[src/include/mainboard_config.svh]
`ifndef MAINBOARD_CONFIG_SVH
`define MAINBOARD_CONFIG_SVH

`define MB_CPU_CLK_DIV   4    // clocks per cpu enable

`define MB_SCRATCH_WORDS 128

// cartridge geometry
`define MB_CROM_BANKS    4
`define MB_CROM_BYTES    256
`define MB_BANK_BITS     2

`endif

[src/hdl/bus_pkg.sv]
package bus_pkg;

   // map view of a cpu address
   typedef struct packed {
      logic [2:0] region;
      logic [2:0] page;
      logic [9:0] offset;
   } cpu_map_t;

   // bank view, used by writes into the cartridge window
   typedef struct packed {
      logic [2:0] region;
      logic [5:0] rsvd;
      logic [5:0] bank;
      logic       lsb;
   } cpu_bank_t;

   typedef union packed {
      cpu_map_t  map_v;
      cpu_bank_t bank_v;
   } cpu_addr_u;

   typedef struct packed {
      logic        memen;
      logic        we;
      cpu_addr_u   addr;
      logic [15:0] wdata;
   } cpu_bus_t;

   typedef enum logic [1:0] {REG_NONE, REG_SCRATCH, REG_CART} region_e;

endpackage

[src/hdl/mem_pkg.sv]
package mem_pkg;

   typedef struct packed {
      logic scratch;  // scratchpad access
      logic cart;     // cartridge read
      logic bank_wr;  // write into the cartridge window
   } dev_sel_t;

   // one byte cycle towards the 8-bit side
   typedef struct packed {
      logic        strobe;
      logic [15:0] addr;   // bit 0 picks the odd byte
   } byte_bus_t;

   typedef struct packed {
      logic [5:0] bank;
      logic [7:0] offset;
      logic [7:0] data;
   } crom_load_t;

endpackage

[src/hdl/bus_multiplexer.sv]
`timescale 1ns/10ps

module bus_multiplexer
   import bus_pkg::*;
   import mem_pkg::*;
(
   input  logic        clk,
   input  logic        reset_i,
   input  logic        cpu_clk_en_i,
   input  logic        memen_i,
   input  region_e     region_i,
   input  cpu_addr_u   addr_i,
   output byte_bus_t   byte_o,
   input  logic [7:0]  byte_data_i,
   output logic [15:0] word_o,
   output logic        word_valid_o,
   output logic        ready_o
);

   typedef enum logic [1:0] {IDLE, EVEN, ODD, DONE} state_e;

   state_e      state_q;
   logic        strobe_q;
   logic [15:0] byte_addr_q;
   logic [15:0] word_q;
   logic        word_valid_q;
   logic [15:0] even_addr;
   logic [15:0] odd_addr;

   assign even_addr = {addr_i.bank_v.region, addr_i.bank_v.rsvd, addr_i.bank_v.bank, 1'b0};
   assign odd_addr  = {addr_i.bank_v.region, addr_i.bank_v.rsvd, addr_i.bank_v.bank, 1'b1};

   always_ff @(posedge clk) begin
      if (reset_i) begin
         state_q      <= IDLE;
         strobe_q     <= 1'b0;
         word_valid_q <= 1'b0;
      end else begin
         strobe_q     <= 1'b0;
         word_valid_q <= 1'b0;
         case (state_q)
            IDLE: begin
               if (cpu_clk_en_i && memen_i) begin
                  if (region_i == REG_CART) begin
                     state_q  <= EVEN;
                     strobe_q <= 1'b1;  // launch even byte
                  end else begin
                     state_q <= DONE;
                  end
               end
            end
            EVEN: begin
               if (cpu_clk_en_i) begin
                  state_q  <= ODD;
                  strobe_q <= 1'b1;
               end
            end
            ODD: begin
               if (cpu_clk_en_i) begin
                  state_q      <= DONE;
                  word_valid_q <= 1'b1;
               end
            end
            DONE: state_q <= IDLE;
            default: state_q <= IDLE;
         endcase
      end
   end

   // byte address and assembled word
   always_ff @(posedge clk) begin
      if (cpu_clk_en_i) begin
         case (state_q)
            IDLE: byte_addr_q <= even_addr;
            EVEN: begin
               byte_addr_q  <= odd_addr;
               word_q[15:8] <= byte_data_i;  // even byte is the high half
            end
            ODD: word_q[7:0] <= byte_data_i;
            default: ;
         endcase
      end
   end

   assign byte_o       = '{strobe: strobe_q, addr: byte_addr_q};
   assign word_o       = word_q;
   assign word_valid_o = word_valid_q;
   assign ready_o      = (state_q == DONE);

   a_strobe_state: assert property (@(posedge clk) disable iff (reset_i)
      strobe_q |-> (state_q inside {EVEN, ODD}));

   a_ready_pulse: assert property (@(posedge clk) disable iff (reset_i)
      ready_o |=> !ready_o);

endmodule

[config.mk]
export PLATFORM = sky130hd
export DESIGN_NAME = bus_multiplexer
export DESIGN_NICKNAME = d
export VERILOG_FILES = /design/src/include/mainboard_config.svh /design/src/hdl/bus_pkg.sv /design/src/hdl/mem_pkg.sv /design/src/hdl/bus_multiplexer.sv
export SDC_FILE = /design/constraint.sdc
export NUM_CORES = 1
export LEC_CHECK = 0
export BUFFER_PORTS_ARGS = -buffer_cell sky130_fd_sc_hd__buf_2
export CAP_MARGIN = 20
export CORE_MARGIN = 5
export CORE_UTILIZATION = 35
export DETAILED_ROUTE_END_ITERATION = 8
export SETUP_SLACK_MARGIN = 0.1
export SYNTH_ARGS = -nofsm -noshare
export SYNTH_HDL_FRONTEND = slang
export SYNTH_SLANG_ARGS = --single-unit
export TNS_END_PERCENT = 30
[constraint.sdc]
create_clock -name clk -period 1.68 [get_ports clk]
set_input_delay 0.168 -clock clk [delete_from_list [all_inputs] [get_ports clk]]
set_output_delay 0.168 -clock clk [all_outputs]
set_load 0.03 [all_outputs]
==> results by group <==
Global route
  – Largest net degree at the start of global routing: 17
  – Met3 Use GR: approximately 6.7%
  – First-pass GRT wire length: roughly 4100 um
  – GR peak layer: met2
  – Total GRT Usage: 11.1%
  – Initial antenna violation count: 0
  – M2 GR Usage: approximately 20%
  – Met1 Track Usage GR: between 10% and 20%
  – Gr ovfl total: 0
  – Vias in the first global route: roughly 900

Cells and area
  – Most frequent cells in the layout: buf_2, edfxtp_1, dlygate4sd3_1
  – Leading cell type in the layout, fill and taps excluded: buf_2
  – Post-Layout Cell Count: between 150 and 200
  – ANT cells: 0
  – Ratio of cells with drive above 1 in the final layout: between 50% and 60%
  – # nets final: around 190
  – Area delta synth->final: 52.5%
  – Core Util, Final: between 50% and 60%

Yosys
  – Yosys reg bits: 36
  – Cell count after synthesis: just over 60
  – Cell Area, Synth: 1240 um2
  – Syn nets: 96
  – Yosys warns: 0
  – Synth cell types: 19
  – Seq/Total Area, Yosys: a little over four fifths
  – Avg Inst Size Synth: 20.4 um2

Routing
  – Routed via count: 837
  – Routed WL: between 2000 and 3000 um
  – DR pass1 iterations: 4
  – DRC Markers: 0
  – ANT nets after route: 0
  – Via density: about 4.2
  – Routed len/inst: 13.0 um
  – DRT iter0 DRCs: 37

Hold path
  – Hold crit path type: in2reg

STA
  – Worst Tran Pin Value: 0.372 ns
  – Max Clk Rate: 675 MHz
  – Slew Viols, Final: 0
  – Final hold viol count: 0
  – Clock Skews: between 0.002 and 0.003 ns
  – Setup TNS: 0 ns
  – RSZ-0062 raised after global routing: no
  – Min cycle time layout: ~1.5 ns
  – Crit share post-route: roughly nine tenths
  – Slew Limit Headroom: around three quarters
  – Final Setup Violations: 0

Status
  – Status: completed

Clock network
  – H-Tree Depth: 2
  – Clock Pin Slew Worst Setup and Hold Paths: 0.10 ns
  – Root buf cell: clkbuf_4
  – Deepest clock path buffer count: 2
  – Clk_lat worst skew: 0.32 ns
  – Clock Sinks: 36
  – TritonCTS clock tree: yes
  – CTS Buf Count: 5

Setup path
  – Setup crit end kind: flip-flop
  – CP Max Fanout: 4
  – Critical path class: reg2reg
  – CP Cell Sequence: inv_1 > ha_1 > buf_4 > nor3_2 > a21oi_2 > o311a_1
  – Worst Path Arrival: 1.71 ns
  – Worst endpoint required time: between 1.5 and 2 ns
  – Crit start category: flip-flop
  – CP max stage delay: 0.40 ns
  – Crit-path slowest cell: dfxtp_1

Placed design
  – Final GP Congestion: just under 0.8
  – PortBufs: 63
  – DPL Wire Length: about 1900 um
  – Placed Cells: ~170

Floorplanning
  – Die height: ~70 um
  – Cell Rows: 21
  – Ports: 65
  – Initial Utilization: between 30% and 40%
  – Chip Width: 69.6 um
  – CORE AREA: approximately 3400 um2
  – Die area: roughly 4800 um2

Power
  – Total Power: 2.75 mW
  – Power density over the cells: between 1000 and 1500 nW/um2
  – Leakage: 0.816 nW
  – Max rail drop VDD: around 690 uV

Job
  – MaxCap Viol Count: 0
stage by stage:
stage	instance area, um2	hold WS [ns]	setup WS [ns]
2_1_floorplan	1240	0.244	0.226
3_3_place_gp	1630	0.345	0.130
3_5_place_dp	1630	0.347	0.101
4_1_cts	1890	0.000661	0.174
5_1_grt	1900	0.00591	0.107
6_report	1900	0.0308	0.198
cells by family after synthesis:
logic type,Yosys count,synth area share [%]
adders and majority gates,5,5.03
AOI/OAI and AO/OA,6,4.02
and+or+nand+nor,9,5.03
buffers and inverters,4,1.51
DFF,36,83.6
muxes,1,0.804
routing by layer:
layer	vias to the layer above	share of wire [%]	routed length (um)
li1	411	-	-
met1	385	36	939
met2	37	52	1350
met3	4	9.8	254
met4	0	1.6	42
met5	-	0	0
flip-flops by register name, summed over array words and instances, names as in the netlist:
register / count
byte_addr_q: 16
word_o: 16
state_q: 2
strobe_q: 1
word_valid_o: 1
final cells by class:
cell class	instances	area, um2
multi-input combinational	21	186
clock buffer	5	37.5
inverter	3	11.3
timing repair buffer	84	520
sequential	36	1040
fill	278	1490
tap	46	57.6
clock inverter	3	42.5
worst paths after layout:
path	from	end	slack, ns	cells after the start
min reg2reg	state_q[1]	state_q[1]	0.54	2
max	state_q[0]	state_q[0]	0.20	6
max reg2reg	state_q[0]	state_q[0]	0.20	6
min	byte_data_i[7]	word_o[7]	0.03	1
where the power goes:
part	internal (mW)	switching (mW)
registers	1.20	0.0547
clock network	0.310	0.267
logic	0.303	0.610
total	1.82	0.931
repair_timing:
action                                  CTS  global route
setup buffers                             0             0
cloned                                    0             0
endpoints found under the setup margin   16             1
hold endpoints to repair                 21             2
hold buffers                             18             1
gates resized for setup                   1             1
Yosys cell counts, drive strengths merged:
library cell   n  area [um2]
nor3b          1        7.51
nor3           1        10.0
o21a           1        7.51
dfxtp          4        80.1
nor2b          1        6.26
nand2b         2        12.5
buf            1        7.51
mux2i          1        10.0
ha             5        62.6
a211o          2        17.5
o311a          1        10.0
a21oi          1        8.76
inv            3        11.3
edfxtp        32         961
a31oi          1        6.26
and3b          1        8.76
and2           2        13.8
nor2           1        3.75
critical path: cells and delay by family (launching register included):
kind            cells  cell delay (ns)
fa+ha+maj           1             0.22
simple gates        1             0.17
buf+inv             2             0.24
flops               1             0.40
compound gates      2             0.35
(Power assumes the default switching activity.)
